### src/common/cache_pkg.sv
package cache_pkg;

    // Processor word and cache line
    localparam int word_width     = 16;
    localparam int line_width     = 64;
    localparam int words_per_line = line_width / word_width;

    // Organisation
    localparam int num_ways = 2;
    localparam int num_sets = 2;

    // Address split: tag 15..3, set 2, word offset 1..0
    localparam int offset_width = 2;
    localparam int set_bit      = 2;
    localparam int tag_lsb      = 3;
    localparam int tag_width    = word_width - tag_lsb;

    typedef logic [word_width-1:0]   word_t;
    typedef logic [line_width-1:0]   line_t;
    typedef logic [tag_width-1:0]    tag_t;
    typedef logic [offset_width-1:0] offset_t;

    // Size of one memory access
    typedef enum logic {
        size_word = 1'b0,
        size_line = 1'b1
    } mem_size_e;

    // Pending states mean a line write to memory is still outstanding
    typedef enum logic [2:0] {
        st_ready          = 3'd0,
        st_lookup         = 3'd1,
        st_mem_read       = 3'd2,
        st_mem_write      = 3'd3,
        st_ready_pending  = 3'd4,
        st_lookup_pending = 3'd5
    } cache_state_e;

endpackage

### src/common/cache_ctrl_if.sv
interface cache_ctrl_if import cache_pkg::*; ();

    // Lookup results and latched address fields
    logic    hit;
    logic    hit_way;
    logic    victim_way;
    tag_t    req_tag;
    logic    req_set;
    offset_t req_offset;

    // Controller strobes
    logic capture;
    logic touch;
    logic fill;
    logic merge;

    // Data store results
    word_t rd_word;
    line_t merged_line;

    modport tag (
        output hit, hit_way, victim_way, req_tag, req_set, req_offset,
        input  capture, touch, fill
    );

    modport ctrl (
        output capture, touch, fill, merge,
        input  hit, req_tag, req_set, req_offset, rd_word, merged_line
    );

    modport data (
        output rd_word, merged_line,
        input  hit, hit_way, victim_way, req_set, req_offset, capture, fill, merge
    );

endinterface

### src/cache/cache_tag_store.sv
module cache_tag_store import cache_pkg::*; (
    input  logic      clk,
    input  logic      reset_n,
    input  word_t     i_addr,
    cache_ctrl_if.tag bus
);

    logic valid [num_sets][num_ways];
    tag_t tags  [num_sets][num_ways];
    // Per set, the least recently used way
    logic lru   [num_sets];

    logic way0_hit;
    logic way1_hit;

    // Request address, held for the whole access
    always_ff @(posedge clk) begin
        if (bus.capture) begin
            bus.req_tag    <= i_addr[word_width-1:tag_lsb];
            bus.req_set    <= i_addr[set_bit];
            bus.req_offset <= i_addr[offset_width-1:0];
        end
    end

    assign way0_hit = valid[bus.req_set][0] && (tags[bus.req_set][0] == bus.req_tag);
    assign way1_hit = valid[bus.req_set][1] && (tags[bus.req_set][1] == bus.req_tag);

    assign bus.hit     = way0_hit || way1_hit;
    assign bus.hit_way = !way0_hit;

    // Invalid way first, else the LRU way
    always_comb begin
        if (!valid[bus.req_set][0]) begin
            bus.victim_way = 1'b0;
        end else if (!valid[bus.req_set][1]) begin
            bus.victim_way = 1'b1;
        end else begin
            bus.victim_way = lru[bus.req_set];
        end
    end

    always_ff @(posedge clk) begin
        if (!reset_n) begin
            for (int s = 0; s < num_sets; s++) begin
                lru[s] <= 1'b0;
                for (int w = 0; w < num_ways; w++) begin
                    valid[s][w] <= 1'b0;
                end
            end
        end else if (bus.fill) begin
            valid[bus.req_set][bus.victim_way] <= 1'b1;
            lru[bus.req_set]                   <= !bus.victim_way;
        end else if (bus.touch) begin
            // The other way becomes the one to replace
            lru[bus.req_set] <= !bus.hit_way;
        end
    end

    always_ff @(posedge clk) begin
        if (bus.fill) begin
            tags[bus.req_set][bus.victim_way] <= bus.req_tag;
        end
    end

endmodule

### src/cache/cache_data_store.sv
module cache_data_store import cache_pkg::*; (
    input  logic       clk,
    input  word_t      i_wdata,
    input  line_t      i_mem_rdata,
    cache_ctrl_if.data bus
);

    line_t lines [num_sets][num_ways];
    line_t hit_line;
    word_t wdata_q;

    // Write word of the current request
    always_ff @(posedge clk) begin
        if (bus.capture) begin
            wdata_q <= i_wdata;
        end
    end

    assign hit_line    = lines[bus.req_set][bus.hit_way];
    assign bus.rd_word = hit_line[bus.req_offset*word_width +: word_width];

    // Hit line with the write word dropped in at the request offset
    always_comb begin
        bus.merged_line = hit_line;
        for (int w = 0; w < words_per_line; w++) begin
            if (offset_t'(w) == bus.req_offset) begin
                bus.merged_line[w*word_width +: word_width] = wdata_q;
            end
        end
    end

    always_ff @(posedge clk) begin
        if (bus.fill) begin
            lines[bus.req_set][bus.victim_way] <= i_mem_rdata;
        end else if (bus.merge && bus.hit) begin
            // Line stays valid and now matches what goes to memory
            lines[bus.req_set][bus.hit_way] <= bus.merged_line;
        end
    end

endmodule

### src/cache/cache_controller.sv
module cache_controller import cache_pkg::*; (
    input  logic       clk,
    input  logic       reset_n,
    input  logic       i_read,
    input  logic       i_write,
    output logic       o_ready,
    output logic       o_rvalid,
    output word_t      o_rdata,
    output logic       o_mem_read,
    output logic       o_mem_write,
    output word_t      o_mem_addr,
    output mem_size_e  o_mem_size,
    output line_t      o_mem_wdata,
    input  line_t      i_mem_rdata,
    input  logic       i_mem_ack,
    cache_ctrl_if.ctrl bus
);

    cache_state_e state;
    logic         req_write;

    logic  in_lookup;
    logic  in_lookup_pend;
    logic  rd_hit;
    logic  rd_miss;
    logic  wr_hit;
    logic  wr_miss;
    word_t line_addr;
    word_t word_addr;
    word_t req_wdata;

    assign o_ready     = (state == st_ready) || (state == st_ready_pending);
    assign bus.capture = o_ready && (i_read || i_write);

    assign in_lookup      = (state == st_lookup);
    assign in_lookup_pend = (state == st_lookup_pending);

    // A read hit is served even with a line write outstanding
    assign rd_hit  = (in_lookup || in_lookup_pend) && !req_write && bus.hit;
    assign rd_miss = in_lookup && !req_write && !bus.hit;
    assign wr_hit  = in_lookup && req_write && bus.hit;
    assign wr_miss = in_lookup && req_write && !bus.hit;

    assign bus.touch = rd_hit || wr_hit;
    assign bus.merge = wr_hit;
    assign bus.fill  = (state == st_mem_read) && i_mem_ack;

    assign line_addr = {bus.req_tag, bus.req_set, offset_t'(0)};
    assign word_addr = {bus.req_tag, bus.req_set, bus.req_offset};
    // Write word already sits in the merged line at its offset
    assign req_wdata = bus.merged_line[bus.req_offset*word_width +: word_width];

    // Read wins when both strobes are high
    always_ff @(posedge clk) begin
        if (bus.capture) begin
            req_write <= !i_read;
        end
    end

    always_ff @(posedge clk) begin
        if (!reset_n) begin
            state       <= st_ready;
            o_rvalid    <= 1'b0;
            o_mem_read  <= 1'b0;
            o_mem_write <= 1'b0;
        end else begin
            o_rvalid <= 1'b0;
            case (state)
                st_ready: begin
                    if (bus.capture) begin
                        state <= st_lookup;
                    end
                end
                st_ready_pending: begin
                    if (i_mem_ack) begin
                        o_mem_write <= 1'b0;
                        state       <= bus.capture ? st_lookup : st_ready;
                    end else if (bus.capture) begin
                        state <= st_lookup_pending;
                    end
                end
                st_lookup: begin
                    if (rd_hit) begin
                        o_rvalid <= 1'b1;
                        state    <= st_ready;
                    end else if (wr_hit) begin
                        // Processor continues while the line goes out
                        o_mem_write <= 1'b1;
                        state       <= st_ready_pending;
                    end else if (rd_miss) begin
                        o_mem_read <= 1'b1;
                        state      <= st_mem_read;
                    end else begin
                        o_mem_write <= 1'b1;
                        state       <= st_mem_write;
                    end
                end
                st_lookup_pending: begin
                    if (rd_hit) begin
                        o_rvalid <= 1'b1;
                        if (i_mem_ack) begin
                            o_mem_write <= 1'b0;
                            state       <= st_ready;
                        end else begin
                            state <= st_ready_pending;
                        end
                    end else if (i_mem_ack) begin
                        // Memory is free, look up again
                        o_mem_write <= 1'b0;
                        state       <= st_lookup;
                    end
                end
                st_mem_read: begin
                    if (i_mem_ack) begin
                        o_mem_read <= 1'b0;
                        o_rvalid   <= 1'b1;
                        state      <= st_ready;
                    end
                end
                st_mem_write: begin
                    if (i_mem_ack) begin
                        o_mem_write <= 1'b0;
                        state       <= st_ready;
                    end
                end
                default: state <= st_ready;
            endcase
        end
    end

    // Read data and memory request payload
    always_ff @(posedge clk) begin
        if (rd_hit) begin
            o_rdata <= bus.rd_word;
        end else if (bus.fill) begin
            o_rdata <= i_mem_rdata[bus.req_offset*word_width +: word_width];
        end

        if (rd_miss) begin
            o_mem_addr <= line_addr;
            o_mem_size <= size_line;
        end else if (wr_hit) begin
            o_mem_addr  <= line_addr;
            o_mem_size  <= size_line;
            o_mem_wdata <= bus.merged_line;
        end else if (wr_miss) begin
            // Single word at its own address, no allocate
            o_mem_addr  <= word_addr;
            o_mem_size  <= size_word;
            o_mem_wdata <= {{(line_width-word_width){1'b0}}, req_wdata};
        end
    end

endmodule

### src/cache_top.sv
module cache_top import cache_pkg::*; (
    input  logic      clk,
    input  logic      reset_n,
    // Processor side
    input  logic      i_read,
    input  logic      i_write,
    input  word_t     i_addr,
    input  word_t     i_wdata,
    output logic      o_ready,
    output logic      o_rvalid,
    output word_t     o_rdata,
    // Memory side
    output logic      o_mem_read,
    output logic      o_mem_write,
    output word_t     o_mem_addr,
    output mem_size_e o_mem_size,
    output line_t     o_mem_wdata,
    input  line_t     i_mem_rdata,
    input  logic      i_mem_ack
);

    cache_ctrl_if bus_if ();

    cache_tag_store tag_store_i (
        .clk     (clk),
        .reset_n (reset_n),
        .i_addr  (i_addr),
        .bus     (bus_if.tag)
    );

    cache_data_store data_store_i (
        .clk         (clk),
        .i_wdata     (i_wdata),
        .i_mem_rdata (i_mem_rdata),
        .bus         (bus_if.data)
    );

    cache_controller controller_i (
        .clk         (clk),
        .reset_n     (reset_n),
        .i_read      (i_read),
        .i_write     (i_write),
        .o_ready     (o_ready),
        .o_rvalid    (o_rvalid),
        .o_rdata     (o_rdata),
        .o_mem_read  (o_mem_read),
        .o_mem_write (o_mem_write),
        .o_mem_addr  (o_mem_addr),
        .o_mem_size  (o_mem_size),
        .o_mem_wdata (o_mem_wdata),
        .i_mem_rdata (i_mem_rdata),
        .i_mem_ack   (i_mem_ack),
        .bus         (bus_if.ctrl)
    );

endmodule

### config.mk
export PLATFORM = sky130hd
export DESIGN_NAME = cache_top
export DESIGN_NICKNAME = d
export VERILOG_FILES = /design/src/common/cache_pkg.sv /design/src/common/cache_ctrl_if.sv /design/src/cache/cache_tag_store.sv /design/src/cache/cache_data_store.sv /design/src/cache/cache_controller.sv /design/src/cache_top.sv
export SDC_FILE = /design/constraint.sdc
export NUM_CORES = 1
export LEC_CHECK = 0
export CAP_MARGIN = 20
export CORE_ASPECT_RATIO = 0.7
export CORE_MARGIN = 4
export CORE_UTILIZATION = 32
export DETAILED_ROUTE_END_ITERATION = 10
export DONT_BUFFER_PORTS = 1
export GPL_ROUTABILITY_DRIVEN = 0
export MAX_ROUTING_LAYER = met4
export SETUP_SLACK_MARGIN = 0.4
export SLEW_MARGIN = 10
export SYNTH_ARGS = -nofsm -noshare
export SYNTH_HDL_FRONTEND = slang
export SYNTH_SLANG_ARGS = --single-unit
export TNS_END_PERCENT = 30
### constraint.sdc
create_clock -name clk -period 17.5 [get_ports clk]
set_input_delay 4.375 -clock clk [delete_from_list [all_inputs] [get_ports clk]]
set_output_delay 4.375 -clock clk [all_outputs]
set_load 0.05 [all_outputs]
==> results.md, run 1 <==
- Clk pwr share: 0.350
- Critical path startpoint: controller_i.state[1]
- Vias: 11700
- Psw: 0.000892 W
- FF-to-FF setup slack: 12310 ps
- Initial DRC Count: 1342
- Internal: 0.00208 W
- Worst Path Arrival: 1790 ps
- H-tree levels: 2
- Ys async rst share: 0
- Critical Path Sink Type: primary output
- PortBufs: 0
- Global routing's busiest layer: met2
- Routed len/inst: 25.8 um
- GRT Resource Usage Total: 0.177
- Met3 usage: 0.0677
- Sw Share: 0.300
- Post-CTS resize count: 0
- CP Buf/Inv Count: 0
- Width of the chip: 303 um
- Total gr overflow: 0
- Crit path required time: 13120 ps
- Placed Area: 0.0203 mm2
- Post-CTS Hold Buffers: 0
- TritonRoute pass-1 iters: 6
- Seq/Total Area, Yosys: 0.687
- DR vias/cell: 5.27
- Critical R2R Capture: data_store_i.lines[1][13]
- CTS tree: done
- Max Fanout on Critical Path: 11
- Yosys warns: 0
- Clock sink count: 451
- Crit path to: o_ready
- Post-CTS setup repair buffer count: 0
- Comb pwr share: 0.138
- Die Area: 0.0651 mm2
- Tmin final: 6170 ps
- Worst r2r path cells: 10
- Clock-pin slew on the worst setup and hold paths: 60 ps
- Period utilization: 0.353
- Syn_nets: 1499
- Net count, final: 1475
- Met1 Resource Use GR: 0.228
- Pin count of the biggest net entering global routing: 105
- Max stage delay cell, worst path: nor2_1
- VDD IR max: 0.0659 mV
- RSZ-0062 raised after global routing: no
- Distinct cells, synth: 49
- Fin area: 0.0219 mm2
- Part of the power in registers: 0.512
- TritonCTS Buffers: 47
- FF+latch count, synth: 451
- Final Hold Fails: 0
- Top FF cell, synth: edfxtp_1
- WS Path Type: reg2out
- Met2 usage: 0.263
- EDFF count, synth: 438
- Delay-heaviest family, CP: simple AND/OR/NAND/NOR gates
- Levels on crit path: 1
- Global-route wire length before repair: 81.3 mm
- LEAKAGE: 7.64 nW
- Status: finished clean
- Crit-path cells: nor2_1
- Number of endpoints failing setup at the final stage: 0
- Initial core utilization: 0.325
- Area Growth Syn to Fin: 12.2%
- FP Rows: 75
- Layout cell share with drive strength beyond 1: 0.117
- CORE AREA: 0.0602 mm2
- Layout Skew: 20.4 ps
- Die height: 215 um
- HP Class: reg2reg
- Post-Syn Area per Cell: 14.0 um2
- CP max stage delay: 790 ps
- IO Count: 202
- ANT nets after route: 0
- CP startpoint kind: flop
- PwrDens: 136 mW/mm2
- CTS Buffer Depth: 3
- Vias in the first global route: 11300
- Synth Cell Area: 0.0195 mm2
- DRC: 0
- Maximum capacitance violations: 0
- Drt total wl: 57.3 mm
- Final Max Tran Viols: 0
- Slew at the pin with the worst max-slew slack: 1130 ps
- Hpwl dp: 37.4 mm
- Root Buffer: clkbuf_16
- F_max: 162 MHz
- Slew margin rel.: 0.243
- Cells after synthesis: 1398
- Initial antenna violation count: 9
- Worst-Skew Late Latency: 590 ps
- Fin Setup TNS: 0 ps
==> worst min-delay path by stage <==
stage	start	end	depth (start not counted)
4_1_cts	tag_store_i.lru[0]	tag_store_i.lru[0]	2
3_5_place_dp	tag_store_i.lru[0]	tag_store_i.lru[0]	2
2_1_floorplan	tag_store_i.lru[0]	tag_store_i.lru[0]	2
6_report	tag_store_i.lru[0]	tag_store_i.lru[0]	2
5_1_grt	tag_store_i.lru[0]	tag_store_i.lru[0]	2
3_3_place_gp	tag_store_i.lru[0]	tag_store_i.lru[0]	2
==> cells in the final DEF, fill, tap and decap left out, types with 2 or more instances in the layout <==
cell type  netlist  final
dfxtp_1         13     12
a21oi_4          0      2
nand2_1        292    291
clkinv_1         1      8
edfxtp_1       438    438
clkbuf_16        0     49
buf_4            2     19
inv_1            8      7
nand2b_1         4      4
o21ai_1         22     22
mux2i_1         88     88
nor2_4           0      2
clkinv_2         0      8
nor3_1           4      4
or3_1            2      2
xnor2_1         26     26
bufinv_16        0      7
or4_1           17     17
and2_1          17     17
a32o_1           4      4
nor4_1           6      6
o21ai_0        132    132
xor2_1           2      2
mux4_2          64     64
diode_2          0      5
a21oi_1         74     72
clkbuf_1        42     13
nor2_1          67     65
==> per-stage QoR <==
stage | total power (W) | hold WS (ps) | setup slack (ps) | utilization | cells
detailed placement | 0.00196 | 486 | 11160 | 0.337 | 2131
floorplan | 0.00180 | 452 | 8910 | - | 1398
finish | 0.00297 | 493 | 11330 | 0.364 | 2224
CTS | 0.00300 | 494 | 11310 | 0.364 | 2217
global route | 0.00309 | 524 | 11260 | 0.364 | 2224
global placement | 0.00195 | 467 | 11180 | 0.337 | 2129
==> flip-flops by register name, indices dropped and copies added (netlist names), 3 cells and up, named ones only <==
name	cells
data_store_i.lines	256
controller_i.o_mem_wdata	64
tag_store_i.tags	52
controller_i.o_mem_addr	16
controller_i.o_rdata	16
data_store_i.wdata_q	16
tag_store_i.bus.req_tag	13
tag_store_i.valid	4
controller_i.state	3
==> power by group through the flow <==
| stage | clock network, W | registers, W | logic, W |
|---|---|---|---|
| 4_1_cts | 0.00106 | 0.00153 | 0.000414 |
| 3_5_place_dp | 0 | 0.00155 | 0.000411 |
| 3_3_place_gp | 0 | 0.00154 | 0.000402 |
| 6_report | 0.00104 | 0.00152 | 0.000411 |
| 2_1_floorplan | 0 | 0.00146 | 0.000332 |
| 5_1_grt | 0.00111 | 0.00153 | 0.000448 |
==> layout make-up <==
| type | instances | area, um2 |
|---|---|---|
| fillers | 5620 | 38300 |
| flip-flops and latches | 451 | 13400 |
| multi-input cells | 846 | 5700 |
| clock buffers | 62 | 1270 |
| well taps | 808 | 1010 |
| clock inverters | 24 | 308 |
| repair buffers | 19 | 143 |
| inverters | 9 | 35.0 |
| diodes | 5 | 12.5 |
==> cells in the mapped netlist (17+ instances only) <==
cell type  instances  share of area
edfxtp_1         438           0.67
nand2_1          292          0.056
o21ai_0          132          0.034
mux2i_1           88          0.045
a21oi_1           74          0.019
nor2_1            67          0.013
mux4_2            64          0.074
clkbuf_1          42         0.0081
buf_2             32         0.0082
xnor2_1           26          0.012
o21ai_1           22         0.0056
and2_1            17         0.0054
or4_1             17         0.0065
==> per-layer routing <==
layer / up-vias / share of wire
met4: 0 / 0.021
li1: 5191 / -
met1: 5925 / 0.40
met3: 70 / 0.13
met5: - / 0
met2: 536 / 0.45
==> cell families (layout without fill, tap and decap cells) <==
| logic type | Yosys count | in the layout | synth area share |
|---|---|---|---|
| flip-flops | 451 | 451 | 0.687 |
| AND/OR/NAND/NOR | 417 | 417 | 0.0889 |
| AO/OA/AOI/OAI | 248 | 248 | 0.0679 |
| multiplexers | 153 | 153 | 0.120 |
| buffers and inverters | 101 | 114 | 0.0242 |
| XOR/XNOR | 28 | 28 | 0.0126 |
| other | 0 | 5 | 0 |
Power figures use the tool's default switching activity.
==> inputs of run 2 (changes only) <==
ABC_AREA = 1   (was not set)
clock period = 5.3 ns   (was 17.5 ns; I/O delays follow)
==> results.md, run 2 <==
- Initial DRC Count: 1522
- ANT nets after route: 0
- VDD IR max: 0.248 mV
- GRT Resource Usage Total: 0.183
- Global-route wire length before repair: 94.1 mm
- Number of endpoints failing setup at the final stage: 0
- Clock-pin slew on the worst setup and hold paths: 60 ps
- Post-synth top cells: 723 x nand2_1, 438 x edfxtp_1, 183 x nor2_1
- Clock sink count: 451
- Final Hold Fails: 0
- Hpwl dp: 41.7 mm
- Vias: 15300
- Routed len/inst: 21.0 um
- Top FF cell, synth: edfxtp_1
- Net count, final: 2231
- CORE AREA: 0.0651 mm2
- Hold WS: 476 ps
- Share of the synthesized area in the top cell type: 0.622
- Largest Register: data_store_i.lines
- FP Rows: 78
- Commonest cells after routing, fill and taps aside: 723 x nand2_1, 438 x edfxtp_1, 181 x nor2_1, 168 x inv_1, 130 x o21ai_0
- Synth Cell Area: 0.0211 mm2
- TritonRoute pass-1 iters: 5
- Critical Path Sink Type: flop
- IO Count: 202
- DRC: 0
- WS Path Type: reg2reg
- Drt total wl: 64.3 mm
- H-tree levels: 2
- Root Buffer: clkbuf_16
- Period utilization: 0.818
- Yosys warns: 0
- EDFF count, synth: 438
- Layout Skew: 25.9 ps
- Die height: 223 um
- Post-route setup slack: 966 ps
- Most common cell after layout, fill and taps aside: nand2_1
- Initial antenna violation count: 6
- Final Max Tran Viols: 0
- RSZ-0062 raised after global routing: no
- Cells after synthesis: 2153
- Layout cell share with drive strength beyond 1: 0.0705
- Dpl ws: 1040 ps
- Crit path required time: 5660 ps
- Vias in the first global route: 14300
- PwrDens: 414 mW/mm2
- CP startpoint kind: flop
- Slew at the pin with the worst max-slew slack: 1140 ps
- Post-CTS resize count: 0
- Worst Path Arrival: 4690 ps
- TritonCTS Buffers: 49
- Maximum capacitance violations: 0
- Pin count of the biggest net entering global routing: 75
- F_max: 231 MHz
- Synth area leader: edfxtp_1
- Most common cell in the netlist: nand2_1
- PortBufs: 0
- FF+latch count, synth: 451
- DR vias/cell: 5.01
- HP Class: reg2reg
- Slew margin rel.: 0.237
- Die Area: 0.0703 mm2
- Post-Syn Area per Cell: 9.82 um2
- Regs by FF count: data_store_i.lines x256, controller_i.o_mem_wdata x64, tag_store_i.tags x52
- Ys async rst share: 0
- Distinct cells, synth: 31
- CTS tree: done
- Area Growth Syn to Fin: 11.9%
- Status: finished clean
- Largest cells by area after synthesis: edfxtp_1 62%, nand2_1 13%, mux2i_1 3.5%
- LEAKAGE: 9.39 nW
- Syn_nets: 2254
- Seq/Total Area, Yosys: 0.634
- CTS Buffer Depth: 3
- Worst-Skew Late Latency: 590 ps
- Max Fanout on Critical Path: 72
- Post-CTS setup repair buffer count: 0
- Number of flip-flops in the largest register: 256
- Width of the chip: 315 um
- Post-CTS Hold Buffers: 0
- # fillers: 6396
- Tmin final: 4330 ps
- Total gr overflow: 0
- Initial core utilization: 0.325
run 2: report_power, final:
| part | leakage [nW] | switching (W) | internal, W |
|---|---|---|---|
| clock | 0.793 | 0.00148 | 0.00200 |
| sequential | 4.13 | 0.000504 | 0.00420 |
| combinational | 4.47 | 0.00116 | 0.000464 |
run 2: final timing paths:
path,cells after the start,startpoint,to,slack (ps)
worst min register to register,1,tag_store_i.valid[1][1],tag_store_i.valid[1][1],480
worst max-delay path,14,flop,data_store_i.lines[0][69],970
worst min-delay path,1,tag_store_i.valid[1][1],tag_store_i.valid[1][1],480
worst max register to register,14,flop,data_store_i.lines[0][69],970
run 2: kinds of logic (layout without fill, tap and decap cells):
| kind of cell | after synthesis | after routing | synth area share |
|---|---|---|---|
| other cells | 0 | 6 | 0 |
| mux | 75 | 75 | 0.0355 |
| buf+inv | 280 | 297 | 0.0577 |
| compound gates | 305 | 305 | 0.0761 |
| simple gates | 1042 | 1042 | 0.196 |
| flops | 451 | 451 | 0.634 |
run 2: final cells by class:
cell class / count / area (um2) / area share
Antenna cell: 6 / 15.0 / 0.000634
Clock buffer: 55 / 1280 / 0.0541
Clock inverter: 36 / 353 / 0.0149
Inverter: 174 / 659 / 0.0279
Multi-Input combinational cell: 1422 / 6570 / 0.278
Sequential cell: 451 / 13400 / 0.567
Tap cell: 880 / 1100 / 0.0465
Timing Repair Buffer: 32 / 277 / 0.0117
run 2: metrics by stage:
step	instances	setup TNS, ps	total power [W]	util	area, um2
2_1_floorplan	2153	-60510	0.00582	-	21200
3_3_place_gp	2955	0	0.00634	0.337	22000
3_5_place_dp	2955	0	0.00636	0.337	22000
4_1_cts	3046	0	0.00985	0.362	23600
5_1_grt	3055	0	0.0102	0.364	23700
6_report	3056	0	0.00981	0.364	23700
run 2: worst max-delay path, stage by stage, from the launching register on:
cell,delay (ps)
dfxtp_4,590
inv_4,220
nand2_1,130
nand3_1,110
nand2_1,100
nor2_1,50
nand2_1,60
nor2_1,40
nand2_1,130
nand2_2,130
nand2_2,110
inv_4,190
nand2_4,620
clkinv_2,970
o21ai_0,610
run 2: metal layers:
metal	GRT usage	vias up	wire, um
met3	0.0492	107	6720
met4	0.0658	0	2180
met5	-	-	0
met1	0.249	7292	27600
met2	0.262	740	27700
li1	-	7180	-
